==> src/source/video_timing_pkg.sv <==
// raster defaults give a 312-line 64-char frame; INT_LINES and the vsync shaping are fixed
package video_timing_pkg;

	// ============================================================
	// enums
	// ============================================================

	typedef enum logic [1:0] {
		MODE_0 = 2'd0, // 160 wide, 16 colours
		MODE_1 = 2'd1, // 320 wide, 4 colours, reset mode
		MODE_2 = 2'd2, // 640 wide, 2 colours
		MODE_3 = 2'd3  // 160 wide, 4 colours, undocumented
	} screen_mode_e;

	// where crtc_timing is within the line
	typedef enum logic [1:0] {
		HP_DISPLAY = 2'd0,
		HP_PORCH   = 2'd1, // after sync until line end
		HP_SYNC    = 2'd2
	} hphase_e;

	// ============================================================
	// timing defaults, 32-bit words
	// ============================================================

	localparam int DEF_CLK_DIV     = 4;   // clocks per char clock
	localparam int DEF_H_TOTAL     = 64;  // chars per line
	localparam int DEF_HSYNC_START = 46;
	localparam int DEF_HSYNC_WIDTH = 14;  // raw, in chars
	localparam int DEF_V_TOTAL     = 312; // lines per frame
	localparam int DEF_VSYNC_START = 240;
	localparam int DEF_VSYNC_WIDTH = 8;   // raw, in lines
	localparam int INT_LINES       = 52;  // lines per raster int
	localparam int VSYNC_OUT_DELAY = 2;   // raw vsync to monitor vsync
	localparam int VSYNC_OUT_LINES = 4;

endpackage

==> src/source/z80_bus_pkg.sv <==
// only the gate-array function field and the mode/ROM register bits used by the decoder
package z80_bus_pkg;

	// ============================================================
	// gate-array function, io_data[7:6]
	// ============================================================

	typedef enum logic [1:0] {
		FUNC_PEN_SEL  = 2'b00, // pen / border select
		FUNC_COLOUR   = 2'b01, // colour for selected pen
		FUNC_MODE_ROM = 2'b10, // screen mode, ROM enables, int clear
		FUNC_RAM_CFG  = 2'b11  // RAM banking, handled elsewhere
	} ga_func_e;

	// ============================================================
	// mode/ROM control register bits
	// ============================================================

	// bits 1:0 carry the requested screen mode
	localparam int RMR_MODE_LSB = 0;

	// bits 3:2 are the ROM disables, not modelled here

	// set -> clear raster int counter and pending int
	localparam int RMR_INT_CLR_BIT = 4;

endpackage

==> src/source/crtc_timing.sv <==
// free running from reset; needs HSYNC_START > 0 and hsync and vsync inside their line and frame
`timescale 1ns/1ns

module crtc_timing #(
	parameter int CLK_DIV     = video_timing_pkg::DEF_CLK_DIV,
	parameter int H_TOTAL     = video_timing_pkg::DEF_H_TOTAL,
	parameter int HSYNC_START = video_timing_pkg::DEF_HSYNC_START,
	parameter int HSYNC_WIDTH = video_timing_pkg::DEF_HSYNC_WIDTH,
	parameter int V_TOTAL     = video_timing_pkg::DEF_V_TOTAL,
	parameter int VSYNC_START = video_timing_pkg::DEF_VSYNC_START,
	parameter int VSYNC_WIDTH = video_timing_pkg::DEF_VSYNC_WIDTH
) (
	input  logic clk,
	input  logic int_reset,
	output logic cclk_en,   // 1 clk every CLK_DIV
	output logic hsync_raw,
	output logic vsync_raw
);

	localparam int DIV_W = (CLK_DIV > 1) ? $clog2(CLK_DIV) : 1;
	localparam int H_W   = $clog2(H_TOTAL);
	localparam int V_W   = $clog2(V_TOTAL);

	logic [DIV_W-1:0] div_cnt;
	logic [H_W-1:0]   h_cnt;     // char within line
	logic [H_W-1:0]   h_next;
	logic [V_W-1:0]   v_cnt;     // line within frame
	logic [V_W-1:0]   v_next;
	logic             line_end;  // last char of the line
	video_timing_pkg::hphase_e hphase;
	video_timing_pkg::hphase_e hphase_next;

	// ============================================================
	// char clock divider
	// ============================================================

	assign cclk_en = (div_cnt == DIV_W'(CLK_DIV - 1));

	always_ff @(posedge clk) begin
		if (int_reset) begin
			div_cnt <= '0;
		end else if (cclk_en) begin
			div_cnt <= '0;
		end else begin
			div_cnt <= div_cnt + 1'b1;
		end
	end

	// ============================================================
	// horizontal, char counter and phase
	// ============================================================

	assign line_end = (h_cnt == H_W'(H_TOTAL - 1));
	assign h_next   = line_end ? '0 : h_cnt + 1'b1;
	assign v_next   = (v_cnt == V_W'(V_TOTAL - 1)) ? '0 : v_cnt + 1'b1;

	// phase looks at the char being entered
	always_comb begin
		hphase_next = hphase;
		case (hphase)
			video_timing_pkg::HP_DISPLAY: begin
				if (32'(h_next) == HSYNC_START) begin
					hphase_next = video_timing_pkg::HP_SYNC;
				end
			end
			video_timing_pkg::HP_SYNC: begin
				if (h_next == '0) begin
					hphase_next = video_timing_pkg::HP_DISPLAY; // sync ran to line end
				end else if (32'(h_next) == HSYNC_START + HSYNC_WIDTH) begin
					hphase_next = video_timing_pkg::HP_PORCH;
				end
			end
			video_timing_pkg::HP_PORCH: begin
				if (h_next == '0) begin
					hphase_next = video_timing_pkg::HP_DISPLAY;
				end
			end
			default: hphase_next = video_timing_pkg::HP_DISPLAY;
		endcase
	end

	assign hsync_raw = (hphase == video_timing_pkg::HP_SYNC);

	// ============================================================
	// counters, all stepped on char clock
	// ============================================================

	always_ff @(posedge clk) begin
		if (int_reset) begin
			h_cnt     <= '0;
			v_cnt     <= '0;
			hphase    <= video_timing_pkg::HP_DISPLAY;
			vsync_raw <= 1'b0;
		end else if (cclk_en) begin
			h_cnt  <= h_next;
			hphase <= hphase_next;
			if (line_end) begin
				v_cnt     <= v_next;
				// vsync window in whole lines
				vsync_raw <= (32'(v_next) >= VSYNC_START) &&
				             (32'(v_next) < VSYNC_START + VSYNC_WIDTH);
			end
		end
	end

endmodule

==> src/source/ga_cmd_decode.sv <==
// decodes writes with a15 low only; pen, colour and RAM writes are taken and ignored here
`timescale 1ns/1ns

module ga_cmd_decode (
	input  logic clk,
	input  logic int_reset,
	input  logic a15,          // gate array selected when low
	input  logic iorq_n,
	input  logic wr_n,
	input  logic m1_n,
	input  logic [7:0] io_data,
	input  logic mode_sync_en, // hsync end from sync_int_gen
	output logic irq_clear,
	output video_timing_pkg::screen_mode_e video_mode
);

	logic iorq_n_d;
	logic wr_edge;             // one clk per io write
	z80_bus_pkg::ga_func_e ga_func;
	video_timing_pkg::screen_mode_e mode_pend;

	// ============================================================
	// write strobe
	// ============================================================

	// iorq fall, m1 high rules out int ack
	assign wr_edge = iorq_n_d & ~iorq_n & ~wr_n & m1_n & ~a15;
	assign ga_func = z80_bus_pkg::ga_func_e'(io_data[7:6]);

	always_ff @(posedge clk) begin
		if (int_reset) begin
			iorq_n_d <= 1'b1;
		end else begin
			iorq_n_d <= iorq_n;
		end
	end

	// ============================================================
	// register decode
	// ============================================================

	always_ff @(posedge clk) begin
		if (int_reset) begin
			irq_clear <= 1'b0;
			mode_pend <= video_timing_pkg::MODE_1;
		end else begin
			irq_clear <= 1'b0; // pulse
			if (wr_edge) begin
				case (ga_func)
					z80_bus_pkg::FUNC_MODE_ROM: begin
						irq_clear <= io_data[z80_bus_pkg::RMR_INT_CLR_BIT];
						mode_pend <= video_timing_pkg::screen_mode_e'(
							io_data[z80_bus_pkg::RMR_MODE_LSB +: 2]);
					end
					z80_bus_pkg::FUNC_PEN_SEL,
					z80_bus_pkg::FUNC_COLOUR,
					z80_bus_pkg::FUNC_RAM_CFG: begin
						irq_clear <= 1'b0; // palette and banking live elsewhere
					end
					default: irq_clear <= 1'b0;
				endcase
			end
		end
	end

	// mode only switches at hsync end, no mid-line tearing
	always_ff @(posedge clk) begin
		if (int_reset) begin
			video_mode <= video_timing_pkg::MODE_1;
		end else if (mode_sync_en) begin
			video_mode <= mode_pend;
		end
	end

endmodule

==> src/source/gate_array_video.sv <==
// sync timing runs from reset without CPU setup; only the seven raster values are tunable
`timescale 1ns/1ns

module gate_array_video #(
	parameter int CLK_DIV     = video_timing_pkg::DEF_CLK_DIV,
	parameter int H_TOTAL     = video_timing_pkg::DEF_H_TOTAL,
	parameter int HSYNC_START = video_timing_pkg::DEF_HSYNC_START,
	parameter int HSYNC_WIDTH = video_timing_pkg::DEF_HSYNC_WIDTH,
	parameter int V_TOTAL     = video_timing_pkg::DEF_V_TOTAL,
	parameter int VSYNC_START = video_timing_pkg::DEF_VSYNC_START,
	parameter int VSYNC_WIDTH = video_timing_pkg::DEF_VSYNC_WIDTH
) (
	input  logic clk,
	input  logic int_reset,
	input  logic a15,
	input  logic iorq_n,
	input  logic wr_n,
	input  logic m1_n,
	input  logic [7:0] io_data,
	output logic hsync_out,
	output logic vsync_out,
	output logic csync_n,
	output logic int_n,
	output video_timing_pkg::screen_mode_e video_mode
);

	logic cclk_en;
	logic hsync_raw;
	logic vsync_raw;
	logic mode_sync_en; // sync stage -> cmd stage
	logic irq_clear;    // cmd stage -> sync stage

	// ============================================================
	// raw raster timing
	// ============================================================

	crtc_timing #(
		.CLK_DIV     (CLK_DIV),
		.H_TOTAL     (H_TOTAL),
		.HSYNC_START (HSYNC_START),
		.HSYNC_WIDTH (HSYNC_WIDTH),
		.V_TOTAL     (V_TOTAL),
		.VSYNC_START (VSYNC_START),
		.VSYNC_WIDTH (VSYNC_WIDTH)
	) u_crtc_timing (
		.clk       (clk),
		.int_reset (int_reset),
		.cclk_en   (cclk_en),
		.hsync_raw (hsync_raw),
		.vsync_raw (vsync_raw)
	);

	sync_int_gen u_sync_int_gen (
		.clk          (clk),
		.int_reset    (int_reset),
		.cclk_en      (cclk_en),
		.hsync_raw    (hsync_raw),
		.vsync_raw    (vsync_raw),
		.irq_clear    (irq_clear),
		.iorq_n       (iorq_n),
		.m1_n         (m1_n),
		.hsync_out    (hsync_out),
		.vsync_out    (vsync_out),
		.csync_n      (csync_n),
		.int_n        (int_n),
		.mode_sync_en (mode_sync_en)
	);

	ga_cmd_decode u_ga_cmd_decode (
		.clk          (clk),
		.int_reset    (int_reset),
		.a15          (a15),
		.iorq_n       (iorq_n),
		.wr_n         (wr_n),
		.m1_n         (m1_n),
		.io_data      (io_data),
		.mode_sync_en (mode_sync_en),
		.irq_clear    (irq_clear),
		.video_mode   (video_mode)
	);

endmodule

==> src/source/sync_int_gen.sv <==
// raw syncs must change only on cclk_en clocks; vsync_out stays off until the first raw vsync
`timescale 1ns/1ns

module sync_int_gen (
	input  logic clk,
	input  logic int_reset,
	input  logic cclk_en,
	input  logic hsync_raw,
	input  logic vsync_raw,
	input  logic irq_clear,    // from register write
	input  logic iorq_n,
	input  logic m1_n,
	output logic hsync_out,
	output logic vsync_out,
	output logic csync_n,
	output logic int_n,
	output logic mode_sync_en  // end of hsync_out
);

	localparam logic [4:0] VLINE_PARK = 5'h1E; // terminal count, vsync off

	logic       hsync_raw_d;
	logic       vsync_raw_d;
	logic       hcnt_cnt;     // line event, raw hsync fall
	logic       vs_raw_rise;
	logic [3:0] hdelay;       // gray-like hsync delay
	logic       hsync_out_d;
	logic [4:0] vline_cnt;
	logic [4:0] vline_next;
	logic       vsync_out_d;
	logic       vs_out_rise;
	logic [5:0] intcnt;       // lines since last int
	logic [5:0] intcnt_nxt;
	logic       clr52;        // folded latch, hit 52 until hsync
	logic       irqack;       // folded latch, ack until m1_n high
	logic       irq_clr_any;
	logic       intcnt_res0;  // clears bits 4:0
	logic       intcnt_res1;  // clears bit 5
	logic       clr_any_d;
	logic       int5_d;

	// ============================================================
	// edge detect
	// ============================================================

	always_ff @(posedge clk) begin
		if (int_reset) begin
			hsync_raw_d <= 1'b0;
			vsync_raw_d <= 1'b0;
			hsync_out_d <= 1'b0;
			vsync_out_d <= 1'b0;
		end else begin
			hsync_raw_d <= hsync_raw;
			vsync_raw_d <= vsync_raw;
			hsync_out_d <= hsync_out;
			vsync_out_d <= vsync_out;
		end
	end

	assign hcnt_cnt     = hsync_raw_d & ~hsync_raw;
	assign vs_raw_rise  = vsync_raw & ~vsync_raw_d;
	assign vs_out_rise  = vsync_out & ~vsync_out_d;
	assign mode_sync_en = hsync_out_d & ~hsync_out;

	// ============================================================
	// hsync delay, 0 1 6 7 4 5 8; bit 2 is the output
	// ============================================================

	always_ff @(posedge clk) begin
		if (int_reset) begin
			hdelay <= 4'h0;
		end else if (!hsync_raw) begin
			hdelay <= 4'h0; // raw low cuts it short
		end else if (cclk_en) begin
			case (hdelay)
				4'h0: hdelay <= 4'h1;
				4'h1: hdelay <= 4'h6; // out rises, 2nd char
				4'h6: hdelay <= 4'h7;
				4'h7: hdelay <= 4'h4;
				4'h4: hdelay <= 4'h5;
				4'h5: hdelay <= 4'h8; // out falls after 4 chars
				default: hdelay <= hdelay; // 8 parks until raw falls
			endcase
		end
	end

	assign hsync_out = hdelay[2];

	// ============================================================
	// vsync line counter
	// ============================================================

	// pairs of 2, skipping 2; out active on 04..07
	always_comb begin
		case (vline_cnt)
			5'h00: vline_next = 5'h01;
			5'h01: vline_next = 5'h06;
			5'h06: vline_next = 5'h07;
			5'h07: vline_next = 5'h04;
			5'h04: vline_next = 5'h05;
			5'h05: vline_next = 5'h0A;
			5'h0A: vline_next = 5'h0B;
			5'h0B: vline_next = 5'h08;
			5'h08: vline_next = 5'h09;
			5'h09: vline_next = 5'h0E;
			5'h0E: vline_next = 5'h0F;
			5'h0F: vline_next = 5'h0C;
			5'h0C: vline_next = 5'h0D;
			5'h0D: vline_next = 5'h12;
			5'h12: vline_next = 5'h13;
			5'h13: vline_next = 5'h10;
			5'h10: vline_next = 5'h11;
			5'h11: vline_next = 5'h16;
			5'h16: vline_next = 5'h17;
			5'h17: vline_next = 5'h14;
			5'h14: vline_next = 5'h15;
			5'h15: vline_next = 5'h1A;
			5'h1A: vline_next = 5'h1B;
			5'h1B: vline_next = 5'h18;
			5'h18: vline_next = 5'h19;
			5'h19: vline_next = VLINE_PARK;
			default: vline_next = vline_cnt; // saturate
		endcase
	end

	always_ff @(posedge clk) begin
		if (int_reset) begin
			vline_cnt <= VLINE_PARK;
		end else if (vs_raw_rise) begin
			vline_cnt <= 5'h00;
		end else if (hcnt_cnt) begin
			vline_cnt <= vline_next;
		end
	end

	assign vsync_out = vline_cnt[2] & ~vline_cnt[3] & ~vline_cnt[4];
	assign csync_n   = ~(hsync_out ^ vsync_out);

	// ============================================================
	// raster interrupt
	// ============================================================

	assign irq_clr_any = irq_clear | irqack;
	assign intcnt_res0 = clr52 | vs_out_rise | irq_clear;
	assign intcnt_res1 = intcnt_res0 | irqack; // ack keeps the low bits

	always_comb begin
		intcnt_nxt = intcnt;
		if (intcnt_res0) begin
			intcnt_nxt[4:0] = 5'd0;
		end else if (hcnt_cnt) begin
			intcnt_nxt = intcnt + 6'd1;
		end
		if (intcnt_res1) begin
			intcnt_nxt[5] = 1'b0;
		end
	end

	always_ff @(posedge clk) begin
		if (int_reset) begin
			intcnt    <= 6'd0;
			int5_d    <= 1'b0;
			clr_any_d <= 1'b0;
			clr52     <= 1'b0;
			irqack    <= 1'b0;
			int_n     <= 1'b1;
		end else begin
			intcnt    <= intcnt_nxt;
			int5_d    <= intcnt[5];
			clr_any_d <= irq_clr_any;
			// counter shows 52 for one clk, then held at 0
			if (hsync_raw) begin
				clr52 <= 1'b0;
			end else if (hcnt_cnt && intcnt_nxt == 6'(video_timing_pkg::INT_LINES)) begin
				clr52 <= 1'b1;
			end
			// ack cycle, m1 and iorq low while int pending
			if (!int_n && !iorq_n && !m1_n) begin
				irqack <= 1'b1;
			end else if (m1_n) begin
				irqack <= 1'b0;
			end
			// bit 5 fall fires, unless a clear caused it
			if (irq_clr_any) begin
				int_n <= 1'b1;
			end else if (int5_d && !intcnt[5] && !clr_any_d) begin
				int_n <= 1'b0;
			end
		end
	end

endmodule

==> config.mk <==
export PLATFORM = sky130hd
export DESIGN_NAME = gate_array_video
export DESIGN_NICKNAME = d
export VERILOG_FILES = /design/src/source/video_timing_pkg.sv /design/src/source/z80_bus_pkg.sv /design/src/source/crtc_timing.sv /design/src/source/ga_cmd_decode.sv /design/src/source/gate_array_video.sv /design/src/source/sync_int_gen.sv
export SDC_FILE = /design/constraint.sdc
export NUM_CORES = 1
export LEC_CHECK = 0
export ABC_AREA = 1
export ABC_CLOCK_PERIOD_IN_PS = 3670
export BUFFER_PORTS_ARGS = -buffer_cell sky130_fd_sc_hd__buf_2
export CAP_MARGIN = 25
export CORE_ASPECT_RATIO = 0.9
export CORE_MARGIN = 2
export CORE_UTILIZATION = 54
export CTS_BUF_LIST = sky130_fd_sc_hd__clkbuf_4 sky130_fd_sc_hd__clkbuf_8 sky130_fd_sc_hd__clkbuf_16
export DETAILED_ROUTE_END_ITERATION = 6
export PLACE_DENSITY_LB_ADDON = 0.12
export SLEW_MARGIN = 5
export SYNTH_ARGS = -nofsm -noshare
export SYNTH_HDL_FRONTEND = slang
export SYNTH_HIERARCHICAL = 1
export SYNTH_SLANG_ARGS = --single-unit
==> constraint.sdc <==
create_clock -name clk -period 3.67 [get_ports clk]
set_clock_uncertainty 0.1 [all_clocks]
set_input_delay 0.367 -clock clk [delete_from_list [all_inputs] [get_ports clk]]
set_output_delay 0.367 -clock clk [all_outputs]
set_load 0.05 [all_outputs]
==> impl_metrics.env <==
export IMPL_run_status="completed"
export IMPL_worstHoldStart="m1_n"
export IMPL_viasPerCell=5.11
export IMPL_critPathCaptureType="flip-flop"
export IMPL_portBuffers=16
export IMPL_power_frac_seq=0.565
export IMPL_remaining_drc_errors=0
export IMPL_ios=20
export IMPL_drtAntennaViolNets=0
export IMPL_syn_inst=397
export IMPL_required_ns=3.80
export IMPL_path_max_fanout=14
export IMPL_grt_first_pass_wirelength_um=9540
export IMPL_grt_max_degree=16
export IMPL_rsz0062_at_grt="no"
export IMPL_rrSetupSlack_ns=1.60
export IMPL_wl_met3_um=217
export IMPL_critPathKind="flip-flop to flip-flop"
export IMPL_arrival_ns=2.19
export IMPL_power_uw=973
export IMPL_crit_path_cell_trace="ha_1, nand2_1, nor2_2, nand2_2, nor2_4, nand4_1, nor2_1, nand4_1, a21oi_1"
export IMPL_maxCapViolations=0
export IMPL_r2r_end="u_crtc_timing/vsync_raw"
export IMPL_relSlewSlack=0.633
export IMPL_dp_cells=473
export IMPL_worstHoldPathCells=2
export IMPL_antenna_found_initial=0
export IMPL_area_growth_pct=8.31
export IMPL_cts_tree="done"
export IMPL_setup_violations_final=0
export IMPL_fp_row_count=24
export IMPL_worst_pin_slew_ns=0.550
export IMPL_min_path_type="input port to flip-flop"
export IMPL_ys_seq_area_frac=0.373
export IMPL_finalWeightedCongestion=0.906
export IMPL_netlist_cell_type_count=31
export IMPL_slew_viol_final=0
export IMPL_drt_iter0_markers=126
export IMPL_clock_power_share=0.401
export IMPL_wl_per_cell_um=11.2
export IMPL_cts_root_buf="clkbuf_8"
export IMPL_core_um2=4800
export IMPL_p_switching_uw=204
export IMPL_die_area_um2=5550
export IMPL_top_layer="met4"
export IMPL_min_to="u_sync_int_gen/irqack"
export IMPL_avgSynthCellArea_um2=6.75
export IMPL_fin_tns_setup_ns=0
export IMPL_rr_worst_depth=9
export IMPL_switching_share=0.210
export IMPL_r2r_start="u_crtc_timing/h_cnt[0]"
export IMPL_dieWidth_um=78.3
export IMPL_path_buf_inv=0
export IMPL_cpMostUsedCell="nand4_1"
export IMPL_clk_path_buf_depth=2
export IMPL_finalHoldViolCount=0
export IMPL_critical_path_top_delay_family="simple AND/OR/NAND/NOR gates"
export IMPL_p_leak_nw=1.29
export IMPL_post_route_period_util=0.563
export IMPL_max_freq_ghz=0.484
export IMPL_layoutNonFillerInstCount=481
export IMPL_grt_use_total=0.210
export IMPL_post_cts_resized=0
export IMPL_post_cts_buffers=0
export IMPL_yosys_warnings=6
export IMPL_ys_ff_latch=50
export IMPL_start_kind="flip-flop"
export IMPL_combPwrFrac=0.034
export IMPL_place_hpwl_um=4060
export IMPL_initial_utilization=0.558
export IMPL_grt_overflow=0
export IMPL_cts_clk_slew_worst_paths_ns=0.09
export IMPL_cts_htree_levels=2
export IMPL_slowest_delay_ns=0.49
export IMPL_worstSkewPairLatency_ns=0.30
export IMPL_drt_total_wl_um=5370
export IMPL_nNetsFinal=434
export IMPL_cts_buffers=5
export IMPL_ir_drop_uv=267
export IMPL_diodes=0
export IMPL_cts_sinks=50
export IMPL_die_h_um=70.9
export IMPL_layout_min_cycle_time_ns=2.07
export IMPL_dr_total_vias=2458
export IMPL_drive_gt1_frac=0.135
export IMPL_internal_power_uw=769
export IMPL_grt_pass1_vias=2225
export IMPL_drt_met1_wl_um=2690
export IMPL_met2WireLength_um=2410
export IMPL_cts_hold_fix_buffers=0
export IMPL_syn_num_nets=416
export IMPL_synth_cell_area_um2=2680
export IMPL_firstDrtPassIters=4
export IMPL_crit_slowest_cell="dfxtp_1"
export IMPL_p_per_area_nw_per_um2=335
==> metal layers <==
| metal | GRT usage | up-vias |
|---|---|---|
| met5 | 0 | - |
| met4 | 0.0526 | 0 |
| met3 | 0.0344 | 5 |
| met2 | 0.348 | 60 |
| met1 | 0.290 | 1062 |
| li1 | - | 1331 |
==> registers in the layout (all words and copies together), names as in the netlist, 2 cells and up <==
signal,cells
u_crtc_timing/div_cnt,2
u_ga_cmd_decode/video_mode,2
u_sync_int_gen/vline_cnt,5
u_crtc_timing/hphase,2
u_ga_cmd_decode/mode_pend,2
u_crtc_timing/v_cnt,9
u_sync_int_gen/intcnt,6
u_sync_int_gen/hdelay,4
u_crtc_timing/h_cnt,6
==> worst register-to-register path, stage by stage (launching register included) <==
cell     delay [ns]
dfxtp_1        0.49
ha_1           0.32
nand2_1        0.11
nor2_2         0.13
nand2_2        0.09
nor2_4         0.26
nand4_1        0.18
nor2_1         0.11
nand4_1        0.09
a21oi_1        0.14
==> stage by stage <==
step	cell area [um2]	hold WS (ns)	util	worst slack, ns
after global placement	2790	0.310	0.581	1.71
after global routing	2900	0.165	0.604	1.37
after floorplan	2680	0.299	-	1.57
final	2900	0.155	0.604	1.60
after detailed placement	2790	0.312	0.581	1.62
after CTS	2900	0.146	0.604	1.58
==> area by class of cell <==
type	count	area, um2
Fill cell	468	1900
Tap cell	65	81.3
Clock inverter	2	37.5
Timing Repair Buffer	16	80.1
Multi-Input combinational cell	285	1410
Sequential cell	50	1000
Inverter	57	214
Clock buffer	6	76.3
==> power by group through the flow <==
stage          clock (mW)  combinational, mW  sequential (mW)
2_1_floorplan           0             0.0235            0.562
3_3_place_gp            0             0.0325            0.562
3_5_place_dp            0             0.0340            0.563
4_1_cts             0.400             0.0341            0.550
5_1_grt             0.420             0.0392            0.551
6_report            0.390             0.0333            0.550
==> cell families (layout without fill, tap and decap cells) <==
group                      after synthesis  in the layout  synth area share
and+or+nand+nor                        226            226             0.385
DFF                                     50             50             0.373
adders and majority gates                5              5            0.0233
AOI/OAI and AO/OA                       50             50             0.106
xor gates and xnor gates                 4              4            0.0131
buffers and inverters                   62             81            0.0994
==> cell usage after synthesis <==
cell type,n,area (um2)
nor2_4,2,22.5
nand3b_1,2,15.0
o21bai_1,1,7.51
o211ai_1,3,22.5
buf_2,1,5.00
nor2_2,10,62.6
or2_2,1,6.26
nand3_2,5,50.1
a211oi_1,1,7.51
nor3_1,7,35.0
o21ai_1,1,5.00
a21boi_0,2,15.0
a21oi_1,15,75.1
ha_1,5,62.6
nand4_1,12,75.1
inv_1,50,188
a21oi_2,1,8.76
xor2_1,3,26.3
nand2_1,83,312
dfxtp_1,50,1000
xnor2_1,1,8.76
inv_2,7,26.3
nor2_1,60,225
o22ai_1,3,18.8
nand2_2,6,37.5
o2111ai_1,2,17.5
clkbuf_8,1,13.8
o21ai_0,20,100
o31ai_1,1,7.51
nand3_1,38,190
buf_6,3,33.8
==> how the worst max path moves through the flow <==
stage | start | to | slack (ns) | cells past startpoint
after global placement | u_crtc_timing/h_cnt[0] | u_crtc_timing/vsync_raw | 1.71 | 9
after CTS | u_crtc_timing/h_cnt[0] | u_crtc_timing/vsync_raw | 1.58 | 9
after floorplan | u_sync_int_gen/hdelay[2] | csync_n | 1.57 | 2
final | u_crtc_timing/h_cnt[0] | u_crtc_timing/vsync_raw | 1.60 | 9
after detailed placement | u_crtc_timing/h_cnt[0] | u_crtc_timing/vsync_raw | 1.62 | 9
after global routing | u_crtc_timing/h_cnt[0] | u_crtc_timing/v_cnt[2] | 1.37 | 8
==> cell usage in the layout (no fill, tap or decap), types with 2 or more instances in the layout <==
cell type,count
buf_2,16
o211ai_1,3
a21oi_1,15
clkbuf_8,5
nor3_1,7
xor2_1,3
nand4_1,12
nor2_2,10
a21boi_0,2
nor2_1,60
dfxtp_1,50
nand3_2,5
o22ai_1,3
inv_1,50
o21ai_0,20
nand3b_1,2
nor2_4,2
ha_1,5
o2111ai_1,2
nand2_2,6
inv_2,7
nand3_1,38
nand2_1,83
Power figures use the tool's default switching activity.
